`config.mk`:
```
export PLATFORM = sky130hd
export DESIGN_NAME = fphub_sqrt
export DESIGN_NICKNAME = d
export VERILOG_FILES = /design/src/sqrt_pkg.sv /design/src/sqrt_step_if.sv /design/src/sqrt_ctrl.sv /design/src/sqrt_residual.sv /design/src/sqrt_root_otf.sv /design/src/sqrt_result.sv /design/src/fphub_sqrt.sv
export VERILOG_INCLUDE_DIRS = /design/src
export SDC_FILE = /design/constraint.sdc
export NUM_CORES = 1
export LEC_CHECK = 0
export ABC_CLOCK_PERIOD_IN_PS = 8500
export BUFFER_PORTS_ARGS = -buffer_cell sky130_fd_sc_hd__buf_2
export CORE_MARGIN = 8
export CORE_UTILIZATION = 50
export CTS_CLUSTER_DIAMETER = 30
export DETAILED_ROUTE_END_ITERATION = 6
export PLACE_DENSITY = 0.74
export SYNTH_ARGS = -nofsm -noshare
export SYNTH_HDL_FRONTEND = slang
export SYNTH_HIERARCHICAL = 1
export SYNTH_SLANG_ARGS = --single-unit
```
`constraint.sdc`:
```
create_clock -name clk -period 8.5 [get_ports clk]
set_input_delay 0.425 -clock clk [delete_from_list [all_inputs] [get_ports clk]]
set_output_delay 0.425 -clock clk [all_outputs]
set_load 0.02 [all_outputs]
```
`src/sqrt_defines.svh`:
```
`ifndef SQRT_DEFINES_SVH
`define SQRT_DEFINES_SVH

// HUB single word layout
`define SQRT_WORD_W   32
`define SQRT_EXP_W    8
`define SQRT_MANT_W   23
`define SQRT_EXP_BIAS 127

// Residual: sign, two integer bits, 26 fraction bits
// Fraction covers significand, ILSB and the guard bit of the quarter scaling
`define SQRT_RES_W    29

// Estimate bits for digit selection
`define SQRT_EST_W    4

// Fraction digits of the root
`define SQRT_ITER     24
`define SQRT_CNT_W    5

// One integer bit plus the fraction digits
`define SQRT_ROOT_W   25

`endif

```
`src/sqrt_pkg.sv`:
```
`include "sqrt_defines.svh"

package sqrt_pkg;

    // Whole HUB word and its fields
    typedef logic [`SQRT_WORD_W-1:0] word_t;
    typedef logic [`SQRT_EXP_W-1:0]  exp_t;
    typedef logic [`SQRT_MANT_W-1:0] mant_t;

    // One carry-save vector or one partial-root addend
    typedef logic [`SQRT_RES_W-1:0]  residual_t;

    // Root form, bit SQRT_ITER has weight one
    typedef logic [`SQRT_ROOT_W-1:0] root_t;

    // Signed digit: 00 zero, 01 plus one, 11 minus one
    typedef logic [1:0]              digit_t;

    typedef logic [`SQRT_CNT_W-1:0]  iter_t;

    typedef enum logic [1:0] {
        SQRT_IDLE    = 2'b00,
        SQRT_ITERATE = 2'b01,
        SQRT_DONE    = 2'b10
    } ctrl_state_t;

endpackage

```
`src/sqrt_step_if.sv`:
```
// One recurrence step, residual unit <-> root converter
interface sqrt_step_if;

    sqrt_pkg::digit_t    digit;  // Root digit of this step
    sqrt_pkg::residual_t f_pos;  // Addend for a +1 digit
    sqrt_pkg::residual_t f_neg;  // Addend for a -1 digit

    // Residual side picks the digit
    modport residual (
        output digit,
        input  f_pos,
        input  f_neg
    );

    // Root side builds the addends from its forms
    modport root (
        input  digit,
        output f_pos,
        output f_neg
    );

endinterface

```
`src/sqrt_ctrl.sv`:
```
`include "sqrt_defines.svh"

module sqrt_ctrl (
    input  logic               clk,
    input  logic               rst_l,
    input  logic               start,
    input  sqrt_pkg::exp_t     x_exp,
    output logic               load,
    output logic               step,
    output logic               done,
    output sqrt_pkg::iter_t    iter,
    output sqrt_pkg::exp_t     res_exp,
    output logic               finish,
    output logic               computing
);

    sqrt_pkg::ctrl_state_t state;
    logic [`SQRT_EXP_W:0]  exp_sum;  // One extra bit for e + bias

    // floor(e_u/2) + bias == floor((e + bias)/2)
    assign exp_sum = {1'b0, x_exp} + (`SQRT_EXP_W+1)'(`SQRT_EXP_BIAS);

    assign load = (state == sqrt_pkg::SQRT_IDLE) && start;  // Only while idle
    assign step = (state == sqrt_pkg::SQRT_ITERATE);
    assign done = (state == sqrt_pkg::SQRT_DONE);

    always_ff @(posedge clk or negedge rst_l) begin
        if (!rst_l) begin
            state     <= sqrt_pkg::SQRT_IDLE;
            iter      <= '0;
            res_exp   <= '0;
            finish    <= 1'b0;
            computing <= 1'b0;
        end else begin
            finish <= 1'b0;  // Single-cycle pulse
            case (state)
                sqrt_pkg::SQRT_IDLE: begin
                    if (start) begin
                        state     <= sqrt_pkg::SQRT_ITERATE;
                        iter      <= sqrt_pkg::iter_t'(1);
                        res_exp   <= exp_sum[`SQRT_EXP_W:1];
                        computing <= 1'b1;
                    end
                end
                sqrt_pkg::SQRT_ITERATE: begin
                    if (iter == sqrt_pkg::iter_t'(`SQRT_ITER)) begin
                        state <= sqrt_pkg::SQRT_DONE;
                        iter  <= '0;
                    end else begin
                        iter <= iter + 1'b1;
                    end
                end
                sqrt_pkg::SQRT_DONE: begin
                    // Result word is registered on this edge too
                    state     <= sqrt_pkg::SQRT_IDLE;
                    finish    <= 1'b1;
                    computing <= 1'b0;
                end
                default: begin
                    state     <= sqrt_pkg::SQRT_IDLE;
                    iter      <= '0;
                    computing <= 1'b0;
                end
            endcase
        end
    end

endmodule

```
`src/sqrt_residual.sv`:
```
`include "sqrt_defines.svh"

module sqrt_residual (
    input  logic               clk,
    input  logic               rst_l,
    input  logic               load,
    input  logic               step,
    input  sqrt_pkg::word_t    x,
    input  sqrt_pkg::iter_t    iter,
    sqrt_step_if.residual      stp,
    output logic               rem_neg
);

    localparam int res_msb = `SQRT_RES_W - 1;

    sqrt_pkg::residual_t ws, wc;             // Carry-save residual
    sqrt_pkg::residual_t ws2, wc2;           // Doubled vectors
    sqrt_pkg::residual_t sig;                // X with one at bit 26
    sqrt_pkg::residual_t sig_scaled;
    sqrt_pkg::residual_t addend;
    sqrt_pkg::residual_t w_final;
    logic [`SQRT_EST_W-1:0] est;
    logic                   odd_exp;
    sqrt_pkg::digit_t       sel;

    // HUB significand, implicit one and ILSB around the field
    assign sig = {2'b00, 1'b1, x[`SQRT_MANT_W-1:0], 1'b1, 2'b00};

    // e_u odd when biased exponent is even
    assign odd_exp    = ~x[`SQRT_MANT_W];
    assign sig_scaled = odd_exp ? (sig >> 1) : (sig >> 2);  // 2X/4 or X/4

    assign ws2 = ws << 1;
    assign wc2 = wc << 1;

    // Estimate of 2W, sign + two integer bits + one fraction bit
    assign est = ws2[res_msb -: `SQRT_EST_W] + wc2[res_msb -: `SQRT_EST_W];

    always_comb begin
        if (est == '1) begin
            sel = 2'b00;                    // -1/2
        end else if (!est[`SQRT_EST_W-1]) begin
            sel = 2'b01;                    // Non-negative
        end else begin
            sel = 2'b11;                    // -1 and below
        end
    end

    // No digit outside a live step
    assign stp.digit = (step && (iter != '0)) ? sel : 2'b00;

    always_comb begin
        case (stp.digit)
            2'b01:   addend = stp.f_pos;
            2'b11:   addend = stp.f_neg;
            default: addend = '0;
        endcase
    end

    always_ff @(posedge clk or negedge rst_l) begin
        if (!rst_l) begin
            ws <= '0;
            wc <= '0;
        end else if (load) begin
            // W0 = x - 1, the -1 parked in the carry vector
            ws <= sig_scaled;
            wc <= {3'b111, {(`SQRT_RES_W-3){1'b0}}};
        end else if (step) begin
            // 3:2 row on 2WS, 2WC and the addend
            ws <= ws2 ^ wc2 ^ addend;
            wc <= ((ws2 & wc2) | (ws2 & addend) | (wc2 & addend)) << 1;
        end
    end

    assign w_final = ws + wc;     // Assimilated remainder
    assign rem_neg = w_final[res_msb];

endmodule

```
`src/sqrt_root_otf.sv`:
```
`include "sqrt_defines.svh"

module sqrt_root_otf (
    input  logic               clk,
    input  logic               rst_l,
    input  logic               load,
    input  logic               step,
    input  sqrt_pkg::iter_t    iter,
    sqrt_step_if.root          stp,
    output sqrt_pkg::root_t    q,
    output sqrt_pkg::root_t    qm
);

    // Root weight one at bit 24 lands on residual weight two at bit 27
    localparam int two_q_shift = `SQRT_RES_W - `SQRT_ROOT_W - 1;

    sqrt_pkg::root_t     pos_bit;   // 2^-i in root units
    sqrt_pkg::residual_t two_q, two_qm;
    sqrt_pkg::residual_t hi_mask;   // Positions of 2Q[i-1]
    sqrt_pkg::residual_t tail;      // Bits 2^-(i-1) and 2^-i

    assign pos_bit = sqrt_pkg::root_t'(1) << (`SQRT_ITER - iter);

    assign two_q   = sqrt_pkg::residual_t'(q) << two_q_shift;
    assign two_qm  = sqrt_pkg::residual_t'(qm) << two_q_shift;
    assign hi_mask = {`SQRT_RES_W{1'b1}} << (`SQRT_RES_W - 1 - iter);
    assign tail    = sqrt_pkg::residual_t'(3) << (`SQRT_RES_W - 3 - iter);

    // -(2Q + 2^-i) and 2QM + 3*2^-i, no carry needed
    assign stp.f_pos = (~two_q & hi_mask) | tail;
    assign stp.f_neg = two_qm | tail;

    always_ff @(posedge clk or negedge rst_l) begin
        if (!rst_l) begin
            q  <= '0;
            qm <= '0;
        end else if (load) begin
            q  <= sqrt_pkg::root_t'(1) << `SQRT_ITER;  // First digit is 1
            qm <= '0;
        end else if (step) begin
            case (stp.digit)
                2'b01: begin
                    q  <= q | pos_bit;
                    qm <= q;
                end
                2'b11: begin
                    q  <= qm | pos_bit;
                    qm <= qm;
                end
                default: begin
                    qm <= qm | pos_bit;  // Q unchanged
                end
            endcase
        end
    end

endmodule

```
`src/sqrt_result.sv`:
```
`include "sqrt_defines.svh"

module sqrt_result (
    input  logic               clk,
    input  logic               rst_l,
    input  logic               done,
    input  sqrt_pkg::root_t    q,
    input  sqrt_pkg::root_t    qm,
    input  logic               rem_neg,
    input  sqrt_pkg::exp_t     res_exp,
    output sqrt_pkg::word_t    res
);

    sqrt_pkg::root_t q_fin;
    sqrt_pkg::mant_t mant;

    // Negative remainder means Q overshot by one ulp
    assign q_fin = rem_neg ? qm : q;

    // Root of x/4 sits in [1/2,1), leading one at bit 23
    // Integer bit and that leading one both drop out
    assign mant = q_fin[`SQRT_MANT_W-1:0];

    always_ff @(posedge clk or negedge rst_l) begin
        if (!rst_l) begin
            res <= '0;
        end else if (done) begin
            res <= {1'b0, res_exp, mant};  // Positive result
        end
    end

endmodule

```
`src/fphub_sqrt.sv`:
```
`include "sqrt_defines.svh"

module fphub_sqrt (
    input  logic               clk,
    input  logic               rst_l,
    input  logic               start,
    input  sqrt_pkg::word_t    x,
    output sqrt_pkg::word_t    res,
    output logic               finish,
    output logic               computing
);

    logic            load, step, done;
    logic            rem_neg;
    sqrt_pkg::iter_t iter;
    sqrt_pkg::exp_t  res_exp;
    sqrt_pkg::root_t q, qm;

    sqrt_step_if stp ();

    sqrt_ctrl u_ctrl (
        .clk       (clk),
        .rst_l     (rst_l),
        .start     (start),
        .x_exp     (x[`SQRT_WORD_W-2 -: `SQRT_EXP_W]),
        .load      (load),
        .step      (step),
        .done      (done),
        .iter      (iter),
        .res_exp   (res_exp),
        .finish    (finish),
        .computing (computing)
    );

    sqrt_residual u_residual (
        .clk     (clk),
        .rst_l   (rst_l),
        .load    (load),
        .step    (step),
        .x       (x),
        .iter    (iter),
        .stp     (stp.residual),
        .rem_neg (rem_neg)
    );

    sqrt_root_otf u_root (
        .clk   (clk),
        .rst_l (rst_l),
        .load  (load),
        .step  (step),
        .iter  (iter),
        .stp   (stp.root),
        .q     (q),
        .qm    (qm)
    );

    sqrt_result u_result (
        .clk     (clk),
        .rst_l   (rst_l),
        .done    (done),
        .q       (q),
        .qm      (qm),
        .rem_neg (rem_neg),
        .res_exp (res_exp),
        .res     (res)
    );

endmodule

```
; Word level (Yosys, flattened, before mapping)
; Index checks and enable logic that the tools add are counted.
[classes]
add_sub_neg = 7
eq_ne = 9
shift = 3
mux = 25
bitwise = 15
n_reduce_logical = 12
[op_table]
columns = op, n
row1 = 29-bit two-way mux, 4
row2 = 25-bit two-way mux, 4
row3 = 25-bit case mux with 2 select lines, 2
row4 = 28-bit AND, 3
row5 = 29-bit case mux with 2 select lines, 1
row6 = 29-bit bitwise XOR, 2
row7 = 28-bit bitwise OR, 2
row8 = 25-bit bitwise OR, 2
row9 = "1-bit by 32-bit left shift with 25-bit output, first input constant", 1
row10 = "2-bit by 32-bit left shift with 29-bit output, first input constant", 1
row11 = "29-bit by 32-bit left shift with 29-bit output, first input constant", 1
row12 = 29-bit adder, 1
row13 = 29-bit AND, 1
row14 = 28-bit inverter with 29-bit output, 1
row15 = 28-bit by 29-bit bitwise OR with 29-bit output, 1
row16 = 29-bit bitwise OR, 1
row17 = 26-bit two-way mux, 1
row18 = 23-bit two-way mux, 1
row19 = "5-bit by 5-bit subtractor with 6-bit output, first input constant", 3
row20 = 5-bit case mux with 3 select lines, 1
row21 = 2-bit AND reduction, 6
row22 = 2-bit two-way mux, 5
row23 = 5-bit two-way mux, 2
row24 = "8-bit by 7-bit adder with 9-bit output, second input constant", 1
row25 = other kinds (16), 23
[word_totals]
reg_bits = 156
output_inout_bits = 34
wordCells = 81

; Longest topological paths before layout
[logic_depth]
depth_word = 11
mapped_depth = 15
depth_no_buf = 11

; Hierarchy
; Netlist, hierarchy kept.
[modules_own_cells]
columns = module, n_inst, cells_per_inst, area_each_um2
row1 = sqrt_residual, 1, 386, 4135.2
row2 = sqrt_root_otf, 1, 466, 3980.1
row3 = sqrt_result, 1, 119, 1415.1
row4 = sqrt_ctrl, 1, 84, 829.5

; Least setup slack after synthesis
; No wires, ideal clock.
[synth_path]
path_type = register -> register
start = reg u_ctrl.iter[0]
end = reg u_residual.ws[24]
setup_ns = 0.137
t_arrival_ns = 3.266
t_required_ns = 8.363
slack_ns = 5.097
stages_incl_launch_ff = 16
path_buffers = 5
path_cell_list = dfrtp_1 > buf_4 > buf_4 > buf_2 > inv_1 > ha_1 > buf_4 > clkbuf_1 > nand4b_1 > a21oi_1 > o31ai_2 > o32ai_1 > a22o_1 > fa_1 > a211oi_1 > a21oi_1
[synth_via]
elab_chain_cells = 8
[synth_lines]
columns = element, line
row1 = start: declaration, sqrt_ctrl.sv:11  ; output sqrt_pkg::iter_t iter,
row2 = start signal: assignment, sqrt_ctrl.sv:40  ; iter <= sqrt_pkg::iter_t'(1);
row3 = start signal: assignment, sqrt_ctrl.sv:50  ; iter <= iter + 1'b1;
row4 = 5-bit by 5-bit subtractor with 6-bit output (no source line), --
row5 = 29-bit by 32-bit left shift with 29-bit output, sqrt_root_otf.sv:26  ; assign hi_mask = {`SQRT_RES_W{1'b1}} << (`SQRT_RES_W - 1 - iter);
row6 = 29-bit AND, sqrt_root_otf.sv:30  ; assign stp.f_pos = (~two_q & hi_mask) | tail;
row7 = 29-bit bitwise OR *, sqrt_root_otf.sv:30
row8 = named net stp.f_pos[24], sqrt_step_if.sv:5  ; sqrt_pkg::residual_t f_pos;
row9 = 29-bit case mux with 2 select lines *, sqrt_residual.sv:53  ; case (stp.digit)
row10 = 29-bit bitwise XOR *, sqrt_residual.sv:70  ; ws <= ws2 ^ wc2 ^ addend;
row11 = 29-bit two-way mux *, sqrt_residual.sv:68  ; end else if (step) begin
row12 = 29-bit two-way mux *, sqrt_residual.sv:64  ; end else if (load) begin
row13 = end signal: assignment, sqrt_residual.sv:66  ; ws <= sig_scaled;
row14 = end signal: assignment, sqrt_residual.sv:70
row15 = end: declaration, sqrt_residual.sv:16  ; sqrt_pkg::residual_t ws, wc;
; Mark *: on every way through the listed nets, which the timed path passes. The rest lies on a longest branch. The select of a mux whose other input is x is not followed.
; A chain may end at the register's enable or synchronous reset.

; Final worst setup path
[layout_path]
start = reg u_ctrl.iter[0]
end = reg u_residual.ws[16]
; The elaborated chain is that of the path after synthesis.

==> run_results.csv <==
group,metric,value,unit
placed_design,gp_congestion,0.986,
synthesis,synth_seq_cells,154,
synthesis,synth.largest_area_cell,"dfrtp_1",
synthesis,async_flop_share,100,%
clock_network,cts_inserted_buffers,17,
global_routing,grt_overflow,0,
floorplanning,initial_core_util,51.0,%
placed_design,port_buffers,66,
synthesis,yosysSeqAreaShare,37.2,%
drt,via_per_inst,6.34,
synthesis,synth_edf_count,0,
drt,firstDrtPassIters,5,
timing,slew_viol_final,0,
clock_network,cts-root-buf,"clkbuf_16",
floorplanning,die_h,160,um
setup_path,endpoint_kind,"flop",
global_routing,grt.total_usage,23.2,%
synthesis,yosysWarnings,6,
setup_path,slowest_delay,0.54,ns
floorplanning,ios,69,
timing,worst_slew_pin_slew,1.24,ns
timing,clock.fmax,0.250,GHz
timing,finalHoldViolations,0,
clock_network,cts_tree,"done",
setup_path,worst_path_max_delay_cell,"dfrtp_1",
floorplanning,dieWidth,160,um
setup_path,crit_chain,"buf_4, inv_1, ha_1, buf_4, inv_1, nor2_1, nand3_1, o221ai_1, a22o_1, fa_1, a211oi_1, a21oi_1",
synthesis,yosysTopAreaCellShare,37.2,%
global_routing,grt_pass1_vias,8602,
floorplanning,fp-row-count,52,
finish,final_common_cell,"dfrtp_1",
global_routing,antenna_found_initial,0,
drt,drt_iter0_drc,803,
placed_design,pre_cts_slack,4.58,ns
finish,multi_input_area,5970,um^2
timing,finalClockSkew,0.0108,ns
clock_network,cts_buffer_depth,2,
timing,maxSlewHeadroom,17.0,%
setup_path,crit_family,"buffers and inverters",
finish,layout_common_cells,"dfrtp_1, nor2_1, mux2i_1",
setup_path,crit_buf_inv,4,
synthesis,synth.net_count,1149,
clock_network,cts_sinks,154,
synthesis,avgSynthCellArea,9.82,um^2
synthesis,synthTopCellsByArea,"dfrtp_1, mux2i_1, fa_1",
clock_network,cts_setup_buffers,0,
finish,drive_above_1_share,15.2,%
drt,routed_wirelength,29800,um
floorplanning,fp.dieArea,25600,um^2
worst_hold_path,holdCritPathClass,"in2async",
clock_network,insertion_delay,0.43,ns
clock_network,clk_pin_slew_worst_paths,0.07,ns
drt,drtAntennaViolNets,0,
global_routing,grt_max_degree,88,
setup_path,critPathLaunchType,"flop",
drt,num_vias,8650,
placed_design,dp_hpwl,21000,um
timing,period_needed,3.99,ns
synthesis,synth_ff_type,"dfrtp_1",
clock_network,cts.repair.resized,0,
finish,area_growth,8.78,%
finish,diodes,0,
setup_path,r2r_start,"u_ctrl/iter[0]$_DFFE_PN0P_",
clock_network,cts_hold_buf,0,
global_routing,grt_pass1_wl,47500,um
setup_path,cp.arrival,4.26,ns
setup_path,critPathKind,"reg2reg",
run_status,status,"finished clean",
finish,register_area,3850,um^2
clock_network,htree_levels,4,
setup_path,crit_required,8.77,ns
timing,tns,0,ns
timing,setup_viol,0,
finish,fin_nets,1176,
synthesis,syn_area,10400,um^2
synthesis,postSynthCellCount,1055,
flow_run,cap_viol_max_count,0,
setup_path,cp_max_fo,28,
placed_design,place_area,10700,um^2
synthesis,ys_types,89,
floorplanning,coreArea,20300,um^2
drt,drc,0,
timing,post-route-period-util,47.0,%
setup_path,startpoint,"u_ctrl/iter[0]$_DFFE_PN0P_",
drt,wire_per_inst,21.8,um
timing,worst_slack,4.51,ns
timing,rsz0062_at_grt,"no",
finish,fillers,1849,
finish,fin_area,11300,um^2
## per-stage QoR
stage / instances / utilization (%) / hold WS [ns]
after floorplan: 1055 / - / 0.129
after global placement: 1333 / 52.8 / 0.462
after detailed placement: 1333 / 52.8 / 0.469
after CTS: 1365 / 55.5 / 0.0508
after global routing: 1365 / 55.5 / 0.0688
final: 1365 / 55.5 / 0.0207
## state kept, by name, summed over array words and instances, names as in the netlist
| register | count |
|---|---|
| u_ctrl/computing | 1 |
| u_ctrl/res_exp | 8 |
| u_residual/wc | 27 |
| u_root/q | 25 |
| u_ctrl/iter | 5 |
| u_residual/ws | 29 |
| u_ctrl/finish | 1 |
| u_root/qm | 25 |
| u_ctrl/state | 2 |
| u_result/res | 31 |
## cells in the mapped netlist, drive strengths merged (4+ instances only)
cell type  number
nor3           14
o22ai          22
a31oi           5
and3            7
buf            49
nor2           93
fa             26
or2             8
xor2            9
a211o           4
o21bai         22
nand2b         15
mux2i          77
nand2          54
a21o            7
inv            23
o32ai          13
nand4           7
xnor2           9
nor3b           4
clkbuf         26
dfrtp         154
o21ai          55
a21oi          72
nand3          21
a22oi          39
nor2b          31
o2bb2ai         6
a22o           32
o211ai          7
o31ai          15
and2            6
a211oi         32
ha             33
mux2            9
## layer usage
layer / GRT usage [%] / share of wire (%) / vias to the layer above
met5: 0 / 0 / -
met2: 36.3 / 46 / 331
met4: 9.18 / 3.5 / 0
li1: - / - / 3972
met3: 5.27 / 7.3 / 75
met1: 30.7 / 43 / 4272
## final timing paths
path	end	slack [ns]	cells past startpoint
setup / recovery	u_residual/ws[16]$_DFFE_PN0P_	4.51	12
hold / removal	u_result/res[17]$_DFFE_PN0P_	0.02	1
setup reg to reg	u_residual/ws[16]$_DFFE_PN0P_	4.51	12
hold reg to reg	u_ctrl/res_exp[4]$_DFFE_PN0P_	0.48	2
max in group asynchronous	u_root/q[11]$_DFFE_PN0P_	7.05	2
min in group clk	u_ctrl/res_exp[7]$_DFFE_PN0P_	0.25	2
## area by class of cell
class / instances / area share, %
Clock buffer: 19 / 3.93
Clock inverter: 13 / 0.966
Inverter: 24 / 0.810
Multi-Input combinational cell: 802 / 53.0
Sequential cell: 154 / 34.2
Tap cell: 270 / 3.00
Timing Repair Buffer: 83 / 4.12
## cell families (layout without fill, tap and decap cells)
group / Yosys count / after routing / synth area share (%)
AO/OA/AOI/OAI: 358 / 358 / 24.2
XOR/XNOR: 18 / 18 / 1.74
adder cells (fa/ha/maj): 59 / 59 / 9.01
buffers and inverters: 99 / 139 / 5.36
flip-flops: 154 / 154 / 37.2
multiplexers: 86 / 86 / 8.49
other: 1 / 1 / 0.0362
AND/OR/NAND/NOR: 280 / 280 / 14.0
Power is left out: the tool's default activity adds up to more than one toggle a clock period on the data nets, which glitch-free logic cannot reach.
